**src/oramPkg.sv**
```systemverilog
/*
 * Tree geometry, block field types and the slot word layout of the ORAM backend.
 * Modules refer to these through scoped names.
 */
`default_nettype none

package oramPkg;

	// ----------------------------------------
	// Tree geometry
	// ----------------------------------------
	localparam int TreeLevels = 4;
	localparam int NumLeaves = 8;
	localparam int SlotsPerBucket = 2;
	localparam int NumSlots = 30;
	localparam int StashSize = 8;

	typedef logic [7:0] pAddrT;
	typedef logic [2:0] leafT;
	typedef logic [1:0] levelT;
	typedef logic [31:0] blockDataT;
	typedef logic [4:0] slotAddrT;
	typedef logic [63:0] dramWordT;

	// ----------------------------------------
	// Slot word layout
	// ----------------------------------------
	localparam int WordValidBit = 63;
	localparam int WordPAddrLsb = 55;
	localparam int WordLeafLsb = 52;

	typedef enum logic {cmdRead, cmdWrite} backendCmdT;

	// Valid word, unused bits zero
	function automatic dramWordT packWord(pAddrT addr, leafT leaf, blockDataT data);
		dramWordT word;
		word = '0;
		word[WordValidBit] = 1'b1;
		word[WordPAddrLsb +: $bits(pAddrT)] = addr;
		word[WordLeafLsb +: $bits(leafT)] = leaf;
		word[$bits(blockDataT)-1:0] = data;
		return word;
	endfunction

endpackage

`default_nettype wire

```
**src/dramPkg.sv**
```systemverilog
/*
 * DRAM side definitions: command encoding, scramble key and read tag depth.
 */
`default_nettype none

package dramPkg;

	typedef enum logic {dramRead, dramWrite} dramCmdT;

	localparam logic [63:0] ScrambleKey = 64'h3c5a_9e17_d2b4_6f81;

	// Reads the scrambler can have outstanding
	localparam int TagDepth = 4;

	// Key XOR the slot address byte in every byte lane
	function automatic oramPkg::dramWordT slotPad(oramPkg::slotAddrT addr);
		return ScrambleKey ^ {8{8'(addr)}};
	endfunction

endpackage

`default_nettype wire

```
**src/oramIfs.sv**
```systemverilog
/*
 * Internal buses of the backend: controller to stash, and controller to scrambler.
 */
`default_nettype none

interface stashIf;
	logic insValid;
	oramPkg::dramWordT insWord;

	logic lookValid;
	oramPkg::pAddrT lookPAddr;
	oramPkg::leafT lookNewLeaf;
	logic lookWrite;
	oramPkg::blockDataT lookData;
	oramPkg::blockDataT lookResult;

	logic evValid;
	oramPkg::leafT evLeaf;
	oramPkg::levelT evLevel;
	logic evFound;
	oramPkg::dramWordT evWord;

	logic overflow;

	modport master(output insValid, insWord, lookValid, lookPAddr, lookNewLeaf, lookWrite,
		lookData, evValid, evLeaf, evLevel, input lookResult, evFound, evWord);
	modport slave(input insValid, insWord, lookValid, lookPAddr, lookNewLeaf, lookWrite,
		lookData, evValid, evLeaf, evLevel, output lookResult, evFound, evWord, overflow);
endinterface

interface dramPortIf;
	oramPkg::slotAddrT addr;
	dramPkg::dramCmdT cmd;
	logic cmdValid;
	logic cmdReady;
	oramPkg::dramWordT rdData;
	logic rdValid;
	logic rdReady;
	oramPkg::dramWordT wrData;
	logic wrValid;
	logic wrReady;

	modport master(output addr, cmd, cmdValid, rdReady, wrData, wrValid,
		input cmdReady, rdData, rdValid, wrReady);
	modport slave(input addr, cmd, cmdValid, rdReady, wrData, wrValid,
		output cmdReady, rdData, rdValid, wrReady);
endinterface

`default_nettype wire

```
**src/pathAddrGen.sv**
```systemverilog
/*
 * Walks the slot addresses on one leaf's path, root to leaf or leaf to root.
 * A forward start loads the leaf; a reverse walk retraces the same path.
 */
`default_nettype none

module pathAddrGen (
	input wire logic Clock,
	input wire logic arstN,
	input wire oramPkg::leafT leaf,
	input wire logic start,
	input wire logic advance,
	input wire logic reverse,
	output oramPkg::slotAddrT addr,
	output oramPkg::levelT level,
	output logic last
);
	localparam int SlotW = $clog2(oramPkg::SlotsPerBucket);

	oramPkg::leafT leafQ;
	oramPkg::levelT levelQ;
	logic [SlotW-1:0] slotQ;
	logic backQ;
	logic [3:0] marked;
	logic [3:0] heapIdx;
	logic slotLast;

	// Leaf with a marker bit on top; shifting it gives heap index plus one
	assign marked = 4'(oramPkg::NumLeaves) | {1'b0, leafQ};
	assign heapIdx = (marked >> (2'(oramPkg::TreeLevels - 1) - levelQ)) - 4'd1;
	assign addr = oramPkg::slotAddrT'(heapIdx * oramPkg::SlotsPerBucket)
		+ oramPkg::slotAddrT'(slotQ);
	assign level = levelQ;
	assign slotLast = slotQ == SlotW'(oramPkg::SlotsPerBucket - 1);
	assign last = slotLast && (backQ ? levelQ == '0
		: levelQ == 2'(oramPkg::TreeLevels - 1));

	always_ff @(posedge Clock or negedge arstN) begin
		if (!arstN) begin
			levelQ <= '0;
			slotQ <= '0;
			backQ <= 1'b0;
		end else if (start) begin
			levelQ <= reverse ? 2'(oramPkg::TreeLevels - 1) : '0;
			slotQ <= '0;
			backQ <= reverse;
		end else if (advance) begin
			if (slotLast) begin
				slotQ <= '0;
				levelQ <= backQ ? levelQ - 2'd1 : levelQ + 2'd1;
			end else begin
				slotQ <= slotQ + 1'b1;
			end
		end
	end

	always_ff @(posedge Clock) begin
		if (start && !reverse)
			leafQ <= leaf;
	end

endmodule

`default_nettype wire

```
**src/stash.sv**
```systemverilog
/*
 * Stash of real blocks held between path read and path write-back.
 * Serves insert, lookup/update and a per-level eviction search.
 */
`default_nettype none

module stash (
	input wire logic Clock,
	input wire logic arstN,
	stashIf.slave port
);
	localparam int IdxW = $clog2(oramPkg::StashSize);

	logic [oramPkg::StashSize-1:0] entValid;
	oramPkg::pAddrT entPAddr [oramPkg::StashSize];
	oramPkg::leafT entLeaf [oramPkg::StashSize];
	oramPkg::blockDataT entData [oramPkg::StashSize];

	logic freeFound, lookHit, evHit;
	logic [IdxW-1:0] freeIdx, lookIdx, evIdx;
	logic [1:0] evShift;

	logic allocReq;
	oramPkg::pAddrT allocPAddr;
	oramPkg::leafT allocLeaf;
	oramPkg::blockDataT allocData;

	// ----------------------------------------
	// Searches, lowest index wins
	// ----------------------------------------
	assign evShift = 2'(oramPkg::TreeLevels - 1) - port.evLevel;

	always_comb begin
		freeFound = 1'b0;
		freeIdx = '0;
		lookHit = 1'b0;
		lookIdx = '0;
		evHit = 1'b0;
		evIdx = '0;
		for (int i = oramPkg::StashSize - 1; i >= 0; i--) begin
			if (!entValid[i]) begin
				freeFound = 1'b1;
				freeIdx = IdxW'(i);
			end
			if (entValid[i] && entPAddr[i] == port.lookPAddr) begin
				lookHit = 1'b1;
				lookIdx = IdxW'(i);
			end
			// Block may live at this level if leaves agree above it
			if (entValid[i] && (entLeaf[i] >> evShift) == (port.evLeaf >> evShift)) begin
				evHit = 1'b1;
				evIdx = IdxW'(i);
			end
		end
	end

	// Path words and newly written blocks share one allocation path
	assign allocReq = port.insValid || (port.lookValid && port.lookWrite && !lookHit);
	assign allocPAddr = port.insValid
		? port.insWord[oramPkg::WordPAddrLsb +: $bits(oramPkg::pAddrT)] : port.lookPAddr;
	assign allocLeaf = port.insValid
		? port.insWord[oramPkg::WordLeafLsb +: $bits(oramPkg::leafT)] : port.lookNewLeaf;
	assign allocData = port.insValid
		? port.insWord[$bits(oramPkg::blockDataT)-1:0] : port.lookData;

	// ----------------------------------------
	// Entry state
	// ----------------------------------------
	always_ff @(posedge Clock or negedge arstN) begin
		if (!arstN) begin
			entValid <= '0;
			port.overflow <= 1'b0;
			port.evFound <= 1'b0;
		end else begin
			if (allocReq) begin
				if (freeFound)
					entValid[freeIdx] <= 1'b1;
				else
					port.overflow <= 1'b1;
			end
			if (port.evValid) begin
				port.evFound <= evHit;
				if (evHit)
					entValid[evIdx] <= 1'b0;
			end
		end
	end

	always_ff @(posedge Clock) begin
		if (allocReq && freeFound) begin
			entPAddr[freeIdx] <= allocPAddr;
			entLeaf[freeIdx] <= allocLeaf;
			entData[freeIdx] <= allocData;
		end
		if (port.lookValid) begin
			port.lookResult <= lookHit ? entData[lookIdx] : '0;
			if (lookHit) begin
				entLeaf[lookIdx] <= port.lookNewLeaf;
				if (port.lookWrite)
					entData[lookIdx] <= port.lookData;
			end
		end
		if (port.evValid)
			port.evWord <= evHit
				? oramPkg::packWord(entPAddr[evIdx], entLeaf[evIdx], entData[evIdx]) : '0;
	end

endmodule

`default_nettype wire

```
**src/pathScrambler.sv**
```systemverilog
/*
 * Pad scrambler between the backend and DRAM, standing in for AES.
 * One register stage each way; read pads come from a FIFO of read addresses.
 */
`default_nettype none

module pathScrambler (
	input wire logic Clock,
	input wire logic arstN,
	dramPortIf.slave inner,
	output oramPkg::slotAddrT dramCmdAddr,
	output dramPkg::dramCmdT dramCmd,
	output logic dramCmdValid,
	input wire logic dramCmdReady,
	input wire oramPkg::dramWordT dramReadData,
	input wire logic dramReadDataValid,
	output logic dramReadDataReady,
	output oramPkg::dramWordT dramWriteData,
	output logic dramWriteDataValid,
	input wire logic dramWriteDataReady
);
	localparam int PtrW = $clog2(dramPkg::TagDepth);

	oramPkg::slotAddrT tagMem [dramPkg::TagDepth];
	logic [PtrW-1:0] tagWrPtrQ, tagRdPtrQ;
	logic [PtrW:0] tagCountQ;
	logic tagFull, tagPush, tagPop, readBlocked;

	oramPkg::slotAddrT wrAddrQ;
	logic wrCmdAccept, wrAccept;
	logic wrValidQ, rdValidQ;
	oramPkg::dramWordT wrDataQ, rdDataQ;

	// Commands pass straight through
	assign tagFull = tagCountQ == dramPkg::TagDepth;
	assign readBlocked = inner.cmd == dramPkg::dramRead && tagFull;
	assign dramCmdAddr = inner.addr;
	assign dramCmd = inner.cmd;
	assign dramCmdValid = inner.cmdValid && !readBlocked;
	assign inner.cmdReady = dramCmdReady && !readBlocked;

	assign tagPush = inner.cmdValid && inner.cmdReady && inner.cmd == dramPkg::dramRead;
	assign wrCmdAccept = inner.cmdValid && inner.cmdReady && inner.cmd == dramPkg::dramWrite;
	assign tagPop = dramReadDataValid && dramReadDataReady;
	assign wrAccept = inner.wrValid && inner.wrReady;

	assign dramReadDataReady = !rdValidQ || inner.rdReady;
	assign inner.rdValid = rdValidQ;
	assign inner.rdData = rdDataQ;

	assign inner.wrReady = !wrValidQ || dramWriteDataReady;
	assign dramWriteDataValid = wrValidQ;
	assign dramWriteData = wrDataQ;

	always_ff @(posedge Clock or negedge arstN) begin
		if (!arstN) begin
			tagWrPtrQ <= '0;
			tagRdPtrQ <= '0;
			tagCountQ <= '0;
			wrValidQ <= 1'b0;
			rdValidQ <= 1'b0;
		end else begin
			if (tagPush)
				tagWrPtrQ <= tagWrPtrQ + 1'b1;
			if (tagPop)
				tagRdPtrQ <= tagRdPtrQ + 1'b1;
			case ({tagPush, tagPop})
				2'b10: tagCountQ <= tagCountQ + 1'b1;
				2'b01: tagCountQ <= tagCountQ - 1'b1;
				default: ;
			endcase
			if (wrAccept)
				wrValidQ <= 1'b1;
			else if (dramWriteDataReady)
				wrValidQ <= 1'b0;
			if (tagPop)
				rdValidQ <= 1'b1;
			else if (inner.rdReady)
				rdValidQ <= 1'b0;
		end
	end

	// Write data takes the pad of the write command that came before it
	always_ff @(posedge Clock) begin
		if (tagPush)
			tagMem[tagWrPtrQ] <= inner.addr;
		if (wrCmdAccept)
			wrAddrQ <= inner.addr;
		if (wrAccept)
			wrDataQ <= inner.wrData ^ dramPkg::slotPad(wrAddrQ);
		if (tagPop)
			rdDataQ <= dramReadData ^ dramPkg::slotPad(tagMem[tagRdPtrQ]);
	end

endmodule

`default_nettype wire

```
**src/backendControl.sv**
```systemverilog
/*
 * Access sequencer: reads a path into the stash, serves the block,
 * then writes the path back leaf to root from the stash.
 */
`default_nettype none

module backendControl (
	input wire logic Clock,
	input wire logic arstN,
	input wire oramPkg::backendCmdT command,
	input wire oramPkg::pAddrT pAddr,
	input wire oramPkg::leafT currentLeaf,
	input wire oramPkg::leafT remappedLeaf,
	input wire logic commandValid,
	output logic commandReady,
	output oramPkg::blockDataT loadData,
	output logic loadValid,
	input wire logic loadReady,
	input wire oramPkg::blockDataT storeData,
	input wire logic storeValid,
	output logic storeReady,
	stashIf.master stash,
	dramPortIf.master dram,
	output logic walkStart,
	output logic walkAdvance,
	output logic walkReverse,
	input wire oramPkg::slotAddrT walkAddr,
	input wire oramPkg::levelT walkLevel,
	input wire logic walkLast
);
	localparam int PathSlots = oramPkg::TreeLevels * oramPkg::SlotsPerBucket;

	typedef enum logic [2:0] {stIdle, stReadPath, stServe, stWriteBack, stDone} stateT;

	stateT stateQ;
	// Serve: lookup, result, load handshake. Write-back: evict, command, data
	logic [1:0] phaseQ;
	logic [$clog2(PathSlots)-1:0] rdCountQ;
	logic issueDoneQ;

	oramPkg::backendCmdT cmdQ;
	oramPkg::pAddrT pAddrQ;
	oramPkg::leafT leafQ, newLeafQ;
	oramPkg::blockDataT loadDataQ;

	logic cmdAccept, dramCmdAccept, rdAccept, wrAccept, serveDone;

	// ----------------------------------------
	// Frontend handshakes
	// ----------------------------------------
	assign commandReady = stateQ == stIdle;
	assign cmdAccept = commandValid && commandReady;
	assign storeReady = stateQ == stServe && phaseQ == 2'd0 && cmdQ == oramPkg::cmdWrite;
	assign loadValid = stateQ == stServe && phaseQ == 2'd2;
	assign loadData = loadDataQ;

	// ----------------------------------------
	// DRAM side
	// ----------------------------------------
	assign dram.addr = walkAddr;
	assign dram.cmd = (stateQ == stReadPath) ? dramPkg::dramRead : dramPkg::dramWrite;
	assign dram.cmdValid = (stateQ == stReadPath && !issueDoneQ)
		|| (stateQ == stWriteBack && phaseQ == 2'd1);
	assign dramCmdAccept = dram.cmdValid && dram.cmdReady;
	assign dram.rdReady = stateQ == stReadPath;
	assign rdAccept = dram.rdValid && dram.rdReady;
	assign dram.wrValid = stateQ == stWriteBack && phaseQ == 2'd2;
	// Empty slots get an all-zero invalid word
	assign dram.wrData = stash.evFound ? stash.evWord : '0;
	assign wrAccept = dram.wrValid && dram.wrReady;

	// Stash requests
	assign stash.insValid = rdAccept && dram.rdData[oramPkg::WordValidBit];
	assign stash.insWord = dram.rdData;
	assign stash.lookValid = stateQ == stServe && phaseQ == 2'd0
		&& (cmdQ == oramPkg::cmdRead || storeValid);
	assign stash.lookPAddr = pAddrQ;
	assign stash.lookNewLeaf = newLeafQ;
	assign stash.lookWrite = cmdQ == oramPkg::cmdWrite;
	assign stash.lookData = storeData;
	assign stash.evValid = stateQ == stWriteBack && phaseQ == 2'd0;
	assign stash.evLeaf = leafQ;
	assign stash.evLevel = walkLevel;

	// Path walks
	assign serveDone = stateQ == stServe
		&& ((phaseQ == 2'd1 && cmdQ == oramPkg::cmdWrite) || (loadValid && loadReady));
	assign walkStart = cmdAccept || serveDone;
	assign walkReverse = serveDone;
	assign walkAdvance = (stateQ == stReadPath && dramCmdAccept) || wrAccept;

	// ----------------------------------------
	// State machine
	// ----------------------------------------
	always_ff @(posedge Clock or negedge arstN) begin
		if (!arstN) begin
			// Done steps to idle, so commandReady rises a cycle after reset
			stateQ <= stDone;
			phaseQ <= '0;
			rdCountQ <= '0;
			issueDoneQ <= 1'b0;
		end else begin
			case (stateQ)
				stIdle: begin
					if (cmdAccept) begin
						stateQ <= stReadPath;
						issueDoneQ <= 1'b0;
					end
				end
				stReadPath: begin
					if (dramCmdAccept && walkLast)
						issueDoneQ <= 1'b1;
					if (rdAccept) begin
						rdCountQ <= rdCountQ + 1'b1;
						if (rdCountQ == PathSlots - 1)
							stateQ <= stServe;
					end
				end
				stServe: begin
					if (serveDone) begin
						stateQ <= stWriteBack;
						phaseQ <= 2'd0;
					end else if (phaseQ == 2'd0 && stash.lookValid) begin
						phaseQ <= 2'd1;
					end else if (phaseQ == 2'd1) begin
						phaseQ <= 2'd2;
					end
				end
				stWriteBack: begin
					if (stash.evValid) begin
						phaseQ <= 2'd1;
					end else if (dramCmdAccept) begin
						phaseQ <= 2'd2;
					end else if (wrAccept) begin
						phaseQ <= 2'd0;
						if (walkLast)
							stateQ <= stDone;
					end
				end
				default: stateQ <= stIdle;
			endcase
		end
	end

	always_ff @(posedge Clock) begin
		if (cmdAccept) begin
			cmdQ <= command;
			pAddrQ <= pAddr;
			leafQ <= currentLeaf;
			newLeafQ <= remappedLeaf;
		end
		if (stateQ == stServe && phaseQ == 2'd1)
			loadDataQ <= stash.lookResult;
	end

endmodule

`default_nettype wire

```
**src/pathOramBackend.sv**
```systemverilog
/*
 * Path ORAM backend top level with plain frontend and DRAM ports.
 * Holds the controller, stash, path walker and pad scrambler.
 */
`default_nettype none

module pathOramBackend (
	input wire logic Clock,
	input wire logic arstN,

	input wire oramPkg::backendCmdT command,
	input wire oramPkg::pAddrT pAddr,
	input wire oramPkg::leafT currentLeaf,
	input wire oramPkg::leafT remappedLeaf,
	input wire logic commandValid,
	output logic commandReady,

	output oramPkg::blockDataT loadData,
	output logic loadValid,
	input wire logic loadReady,

	input wire oramPkg::blockDataT storeData,
	input wire logic storeValid,
	output logic storeReady,

	output oramPkg::slotAddrT dramCmdAddr,
	output dramPkg::dramCmdT dramCmd,
	output logic dramCmdValid,
	input wire logic dramCmdReady,
	input wire oramPkg::dramWordT dramReadData,
	input wire logic dramReadDataValid,
	output logic dramReadDataReady,
	output oramPkg::dramWordT dramWriteData,
	output logic dramWriteDataValid,
	input wire logic dramWriteDataReady,

	output logic stashOverflow
);
	stashIf stashBus ();
	dramPortIf dramBus ();

	logic walkStart, walkAdvance, walkReverse, walkLast;
	oramPkg::slotAddrT walkAddr;
	oramPkg::levelT walkLevel;

	assign stashOverflow = stashBus.overflow;

	backendControl backendControl_i (
		.Clock, .arstN,
		.command, .pAddr, .currentLeaf, .remappedLeaf, .commandValid, .commandReady,
		.loadData, .loadValid, .loadReady,
		.storeData, .storeValid, .storeReady,
		.stash(stashBus.master),
		.dram(dramBus.master),
		.walkStart, .walkAdvance, .walkReverse, .walkAddr, .walkLevel, .walkLast
	);

	stash stash_i (
		.Clock, .arstN,
		.port(stashBus.slave)
	);

	// Forward walks latch the leaf while the command is presented
	pathAddrGen pathAddrGen_i (
		.Clock, .arstN,
		.leaf(currentLeaf),
		.start(walkStart),
		.advance(walkAdvance),
		.reverse(walkReverse),
		.addr(walkAddr),
		.level(walkLevel),
		.last(walkLast)
	);

	pathScrambler pathScrambler_i (
		.Clock, .arstN,
		.inner(dramBus.slave),
		.dramCmdAddr, .dramCmd, .dramCmdValid, .dramCmdReady,
		.dramReadData, .dramReadDataValid, .dramReadDataReady,
		.dramWriteData, .dramWriteDataValid, .dramWriteDataReady
	);

endmodule

`default_nettype wire

```
**config.mk**
```make
export PLATFORM = sky130hd
export DESIGN_NAME = pathOramBackend
export DESIGN_NICKNAME = d
export VERILOG_FILES = /design/src/oramPkg.sv /design/src/dramPkg.sv /design/src/oramIfs.sv /design/src/pathAddrGen.sv /design/src/stash.sv /design/src/pathScrambler.sv /design/src/backendControl.sv /design/src/pathOramBackend.sv
export SDC_FILE = /design/constraint.sdc
export NUM_CORES = 1
export LEC_CHECK = 0
export ABC_CLOCK_PERIOD_IN_PS = 4600
export BUFFER_PORTS_ARGS = -buffer_cell sky130_fd_sc_hd__buf_2
export CORE_MARGIN = 4
export CORE_UTILIZATION = 55
export DETAILED_ROUTE_END_ITERATION = 6
export PLACE_DENSITY = 0.88
export SLEW_MARGIN = 20
export SYNTH_ARGS = -nofsm -noshare
export SYNTH_HDL_FRONTEND = slang
export SYNTH_HIERARCHICAL = 1
export SYNTH_SLANG_ARGS = --single-unit
```
**constraint.sdc**
```tcl
create_clock -name Clock -period 4.6 [get_ports Clock]
set_input_delay 0.92 -clock Clock [delete_from_list [all_inputs] [get_ports Clock]]
set_output_delay 0.92 -clock Clock [all_outputs]
set_load 0.005 [all_outputs]
```
[Word-level counts from Yosys, hierarchy flattened]
Memories as Yosys holds them, arrays and structs flattened. A register that Yosys moved wholly into a read port is not among the register bits.
Index checks and enable logic that the tools add are counted.
Operators by class
  reduce and logical (&&, ||, !) cells: 81
  muxes and demuxes: 112
  bitwise gates (word level): 9
  shift-type cells: 10
  equal/unequal tests: 37
  $lt $le $gt $ge: 4
  $add $sub $neg: 11
Operators by type and width (count)
  two-way mux 64 bit: 2
  bitwise XOR 64 x 62 -> 64 bit: 2
  two-way mux 3 bit: 36
  NOT 32 -> 33 bit: 2
  == test 8 bit: 8
  two-way mux 32 bit: 2
  two-way mux 1 bit: 50
  logical AND 1 bit: 48
  two-way mux 8 bit: 5
  OR reduction 32 bit: 1
  >> shifter 3 x 2 -> 3 bit: 9
  == test 3 bit: 8
  two-way mux 2 bit: 11
  nonzero test 2 bit: 7
  inequality test 2 bit (second input constant): 6
  one-hot mux 3 bit (4 select lines): 1
  bitwise AND 8 bit: 1
  logical OR 1 bit: 8
  less-than comparator 3 x 4 -> 1 bit (second input constant): 2
  NOT 8 bit: 1
  bitwise OR 8 bit: 1
  AND reduction 8 bit: 1
  logical NOT 1 bit: 7
  adder 2 x 1 -> 2 bit (second input constant): 3
  27 further kinds: 42
Word-level totals
  input bits: 119
  flip-flop bits (word level): 279
  logic and storage cells: 294
  memory bits (writable): 364
  memories: 4
Memory list
  stash_i.entData: words 8, width 32, rd ports 2, clocked after memory_dff 1, wr ports 1, RTL line stash.sv:17  | oramPkg::blockDataT entData [oramPkg::StashSize];
  stash_i.entPAddr: words 8, width 8, rd ports 9, clocked after memory_dff 0, wr ports 1, RTL line stash.sv:15  | oramPkg::pAddrT entPAddr [oramPkg::StashSize];
  stash_i.entLeaf: words 8, width 3, rd ports 9, clocked after memory_dff 0, wr ports 1, RTL line stash.sv:16  | oramPkg::leafT entLeaf [oramPkg::StashSize];
  pathScrambler_i.tagMem: words 4, width 5, rd ports 1, clocked after memory_dff 0, wr ports 1, RTL line pathScrambler.sv:24  | oramPkg::slotAddrT tagMem [dramPkg::TagDepth];

[Depth between registers and ports, before layout]
  depth after elaboration: 20
  mapped depth: 13
  gate-level depth less buffers: 11

[Hierarchy]
Netlist, hierarchy kept.
By module, submodules not included
  stash: instances 1, seq. area each 12862.3 um2, cells an instance 1991, area each 23010.8 um2
  pathScrambler: instances 1, seq. area each 4819.6 um2, cells an instance 333, area each 6268.5 um2
  backendControl: instances 1, seq. area each 1637.8 um2, cells an instance 293, area each 3283.1 um2
  pathAddrGen: instances 1, seq. area each 190.2 um2, cells an instance 38, area each 385.4 um2

[Worst setup path before layout]
Ideal clock, no wire load.
  path kind: reg2reg
  start: register backendControl_i.phaseQ[1]
  end: memory stash_i/entData[6][0] (netlist name), enable pin
  required time: 4.206 ns
  cell stages (with the launch flop): 11
  arrival time: 4.555 ns
  setup time: 0.394 ns
  slack: -0.349 ns
  cells stage by stage: dfrtp_1 -> buf_6 -> or3b_1 -> nor4_4 -> clkbuf_1 -> and2_1 -> clkbuf_1 -> a41oi_1 -> nor2_1 -> and4_1 -> nand2b_1
On the way
  cells in the longest elaborated chain, start to end: 10
  elaborated cells on any way between the ends: 14
  those cells by class: 6 x mux; 8 x reduce/logical
RTL lines
  start, declared: RTL line backendControl.sv:37  | logic [1:0] phaseQ;
  start signal, assigned: RTL line backendControl.sv:99  | phaseQ <= '0;
  start signal, assigned: RTL line backendControl.sv:122  | phaseQ <= 2'd0;
  start signal, assigned: RTL line backendControl.sv:124  | phaseQ <= 2'd1;
  logical NOT 2 bit (*): RTL line backendControl.sv:75  | assign stash.lookValid = stateQ == stServe && phaseQ == 2'd0
  logical AND 1 bit (*): RTL line backendControl.sv:75
  logical AND 1 bit (*): RTL line backendControl.sv:76  | && (cmdQ == oramPkg::cmdRead || storeValid);
  via stashBus.lookValid: RTL line oramIfs.sv:10  | logic lookValid;
  branches (longest 7 deep; another with OR reduction 32 bit)
  end, declared: RTL line stash.sv:17
Mark *: on every way through the listed nets, which the timed path passes.

[Final worst setup path]
  start: register backendControl_i.pAddrQ[3] (netlist: backendControl_i/stash.lookPAddr[3])
  end: memory stash_i/entData[5][13] (netlist name), enable pin
On the way
  cells in the longest elaborated chain, start to end: 17
  elaborated cells on any way between the ends: 44
  those cells by class: 8 x eq/ne; 23 x mux; 13 x reduce/logical
RTL lines
  start, declared: RTL line backendControl.sv:42  | oramPkg::pAddrT pAddrQ;
  start signal, assigned: RTL line backendControl.sv:148  | pAddrQ <= pAddr;
  branches (longest 17 deep; another with == test 8 bit)
Parallel ways; which one is timed is not known.

==> out/summary.txt <==
Hold Vio Cnt, Final -> 0
Skew-Pair Late Insertion Delay -> 0.61 ns
Worst min path class -> input port to asynchronous set/reset pin
Met1 WL -> 30670 um
Combined global-route utilization of all metal layers -> 27.75%
I/O pin cnt -> 228
Wire length of the first global-routing pass -> 132300 um
Net switching power of the design -> 0.007547 W
Total half-perimeter wirelength after legalization and detailed placement -> 55780 um
Final count of pins violating max slew -> 0
Number of warning messages in the yosys log -> 6
Gate Count Post-Synth -> 2599
Post-CTS clock slew at the launch and capture registers of the worst setup and hold paths -> 0.06 ns
Final #Nets -> 2775
Sinks on Clock Net -> 635
Worst Setup Start Kind -> flop
Number of global-route vias before repair -> 22193
Crit-path max FO -> 23
Via total after detailed routing -> 21947
CTS tree -> done
CTS Hold Buffers Added -> 0
Post-cts repair resize count -> 0
Fin util -> 61.31%
Nature of the critical path endpoint -> flop
Pin count of the biggest net entering global routing -> 87
Net switching fraction of the power -> 34.91%
Max rail drop VDD -> 0.6792 mV
Number of antenna violations at the first check in global routing -> 10
Static power due to leakage -> 13.00 nW
Core Rows -> 88
Area growth from synthesis to layout -> 10.37%
Logic pwr share -> 36.0%
Starting density of the core -> 55.55%
Port-buffer cells -> 207
Number of search-and-repair iterations in the first detailed-routing pass -> 6
Clock root cell -> clkbuf_16
Layout cell share with drive strength beyond 1 -> 19.65%
Post-Place Worst Slack -> 0.7514 ns
Residual DRC -> 0
Data arrival time of the worst path -> 4.22 ns
Met2 Routed Length -> 42720 um
Number of buffers between clock root and the deepest sink -> 3
Worst setup margin -> 0.6100 ns
GRT overflow -> 0
Number of DRC markers in iteration 0 -> 2795
Relative contribution of the clock network to total power -> 25.0%
Final Instance Area -> 35370 sq um
Highest clock frequency the design can meet -> 0.2506 GHz
Placeable core region -> 57700 sq um
Final setup violation count -> 0
Vias per Instance -> 6.325
Die Footprint -> 62200 sq um
Power per cell area -> 611.3 nW/um^2
Category of the critical setup timing path -> flop to flop
Part of the cycle the worst path needs -> 86.74%
Actual slew at the worst max-slew pin -> 1.196 ns
Cell depth of the worst flop-to-flop path -> 9
DR WL/cell -> 25.82 um
CTS HTree Levels -> 3
Final weighted congestion of routability-driven global placement -> 0.9092
Routed wl met3 -> 10200 um
Required time reported for the critical path endpoint -> 4.83 ns
Number of cells in the design after placement -> 3344
Result of the run -> finished clean
Setup fix buffers added after clock tree synthesis -> 0
Post-route non-filler standard cell count -> 3470
Total detailed-routing wirelength -> 89580 um
Setup repair after global routing missed its margin -> no
Pint -> 0.01407 W
Final ANT Viol Nets -> 0
Relative max-transition margin -> 20.24%
Highest metal layer with signal wires -> met5
Portion of total power attributed to sequential cells -> 39.0%
Max-cap violation count -> 0
Area after DPL -> 33170 sq um
TritonCTS buffer count -> 66
Die Span Y -> 249.4 um
Mean cell area of the mapped netlist -> 12.33 sq um
Horizontal die dimension -> 249.4 um
Fill cell instance count of the final layout -> 4195
Worst clock skew on the final layout -> 0.02704 ns
Final period demand of the worst path -> 3.990 ns
Cell Area, Synth -> 32050 sq um
[sequential cells by signal, summed over array words and instances (netlist names), 5 cells and up]
signal / flops
backendControl_i/stash.lookPAddr: 8
stash_i/entValid: 8
pathScrambler_i/tagMem: 20
stash_i/entLeaf: 24
pathScrambler_i/dramWriteData: 64
stash_i/port.evWord: 44
pathScrambler_i/wrAddrQ: 5
stash_i/entData: 256
stash_i/port.lookResult: 32
stash_i/entPAddr: 64
backendControl_i/loadData: 32
pathScrambler_i/inner.rdData: 44
[layer usage]
metal | GRT usage (%) | vias up
met1 | 33.31 | 10441
met2 | 45.94 | 1607
met5 | 0 | -
met3 | 6.586 | 403
li1 | - | 9492
met4 | 16.27 | 4
[metrics by stage]
step | hold slack (ns) | setup TNS, ns | total power (W)
global route | 0.4274 | 0 | 0.02243
finish | 0.3963 | 0 | 0.02162
global placement | 0.4067 | 0 | 0.01578
floorplan | 0.4003 | -0.7510 | 0.01376
CTS | 0.4064 | 0 | 0.02148
detailed placement | 0.4066 | 0 | 0.01608
[critical path, cell delays in order, from the launching register on]
cell and delay, ns:
edfxtp_1 0.60, xnor2_1 0.33, nand3_1 0.14, nor4_1 0.55, a21oi_1 0.16, o22ai_4 0.46, buf_4 0.41, nand3_4 0.32
nand2_2 0.18, buf_4 0.44
[final timing paths]
kind | startpoint | endpoint | slack [ns]
max in group asynchronous | arstN | stash_i/port.evFound$_DFFE_PN0P_ | 3.61
setup reg to reg | backendControl_i/stash.lookPAddr[3]$_DFFE_PP_ | stash_i/entData[5][13]$_DFFE_PP_ | 0.61
hold reg to reg | stash_i/port.lookResult[6]$_SDFFCE_PP0P_ | backendControl_i/loadData[6]$_DFFE_PP_ | 0.42
setup / recovery | backendControl_i/stash.lookPAddr[3]$_DFFE_PP_ | stash_i/entData[5][13]$_DFFE_PP_ | 0.61
hold / removal | arstN | backendControl_i/rdCountQ[1]$_DFFE_PN0P_ | 0.40
min in group Clock | stash_i/port.lookResult[6]$_SDFFCE_PP0P_ | backendControl_i/loadData[6]$_DFFE_PP_ | 0.42
[power by group through the flow]
stage	clock network [W]	registers (W)	logic, W
finish	0.00541	0.00842	0.00779
global route	0.00573	0.00849	0.00822
CTS	0.00545	0.00841	0.00763
detailed placement	0	0.00851	0.00756
global placement	0	0.00848	0.00730
floorplan	0	0.00819	0.00557
[area by class of cell]
cell class / count / area, sq um / share of cell area, %
Antenna cell: 8 / 20.02 / 0.05660
Clock buffer: 82 / 1795 / 5.076
Clock inverter: 36 / 385.4 / 1.090
Inverter: 48 / 180.2 / 0.5094
Multi-Input combinational cell: 1630 / 11490 / 32.49
Sequential cell: 635 / 18910 / 53.46
Tap cell: 765 / 957.2 / 2.706
Timing Repair Buffer: 266 / 1629 / 4.606
[layout by cell type, fill, tap and decap left out, types with 15 or more instances in the layout]
cell       instances
conb_1            20
buf_4             47
nand4_1           15
mux2i_1          198
nand2_1           30
o221ai_1          19
nor3_1            17
clkbuf_16         69
a22oi_1           69
nand3_1           21
o22ai_1           16
mux2_2           121
nor2_1           320
inv_1             46
a21oi_1          268
xnor2_1          107
edfxtp_1         603
a211o_1           43
and2_1            71
xor2_1            48
dfrtp_1           30
mux2_1            36
buf_2            207
o21ai_0           58
Power figures use the tool's default switching activity.
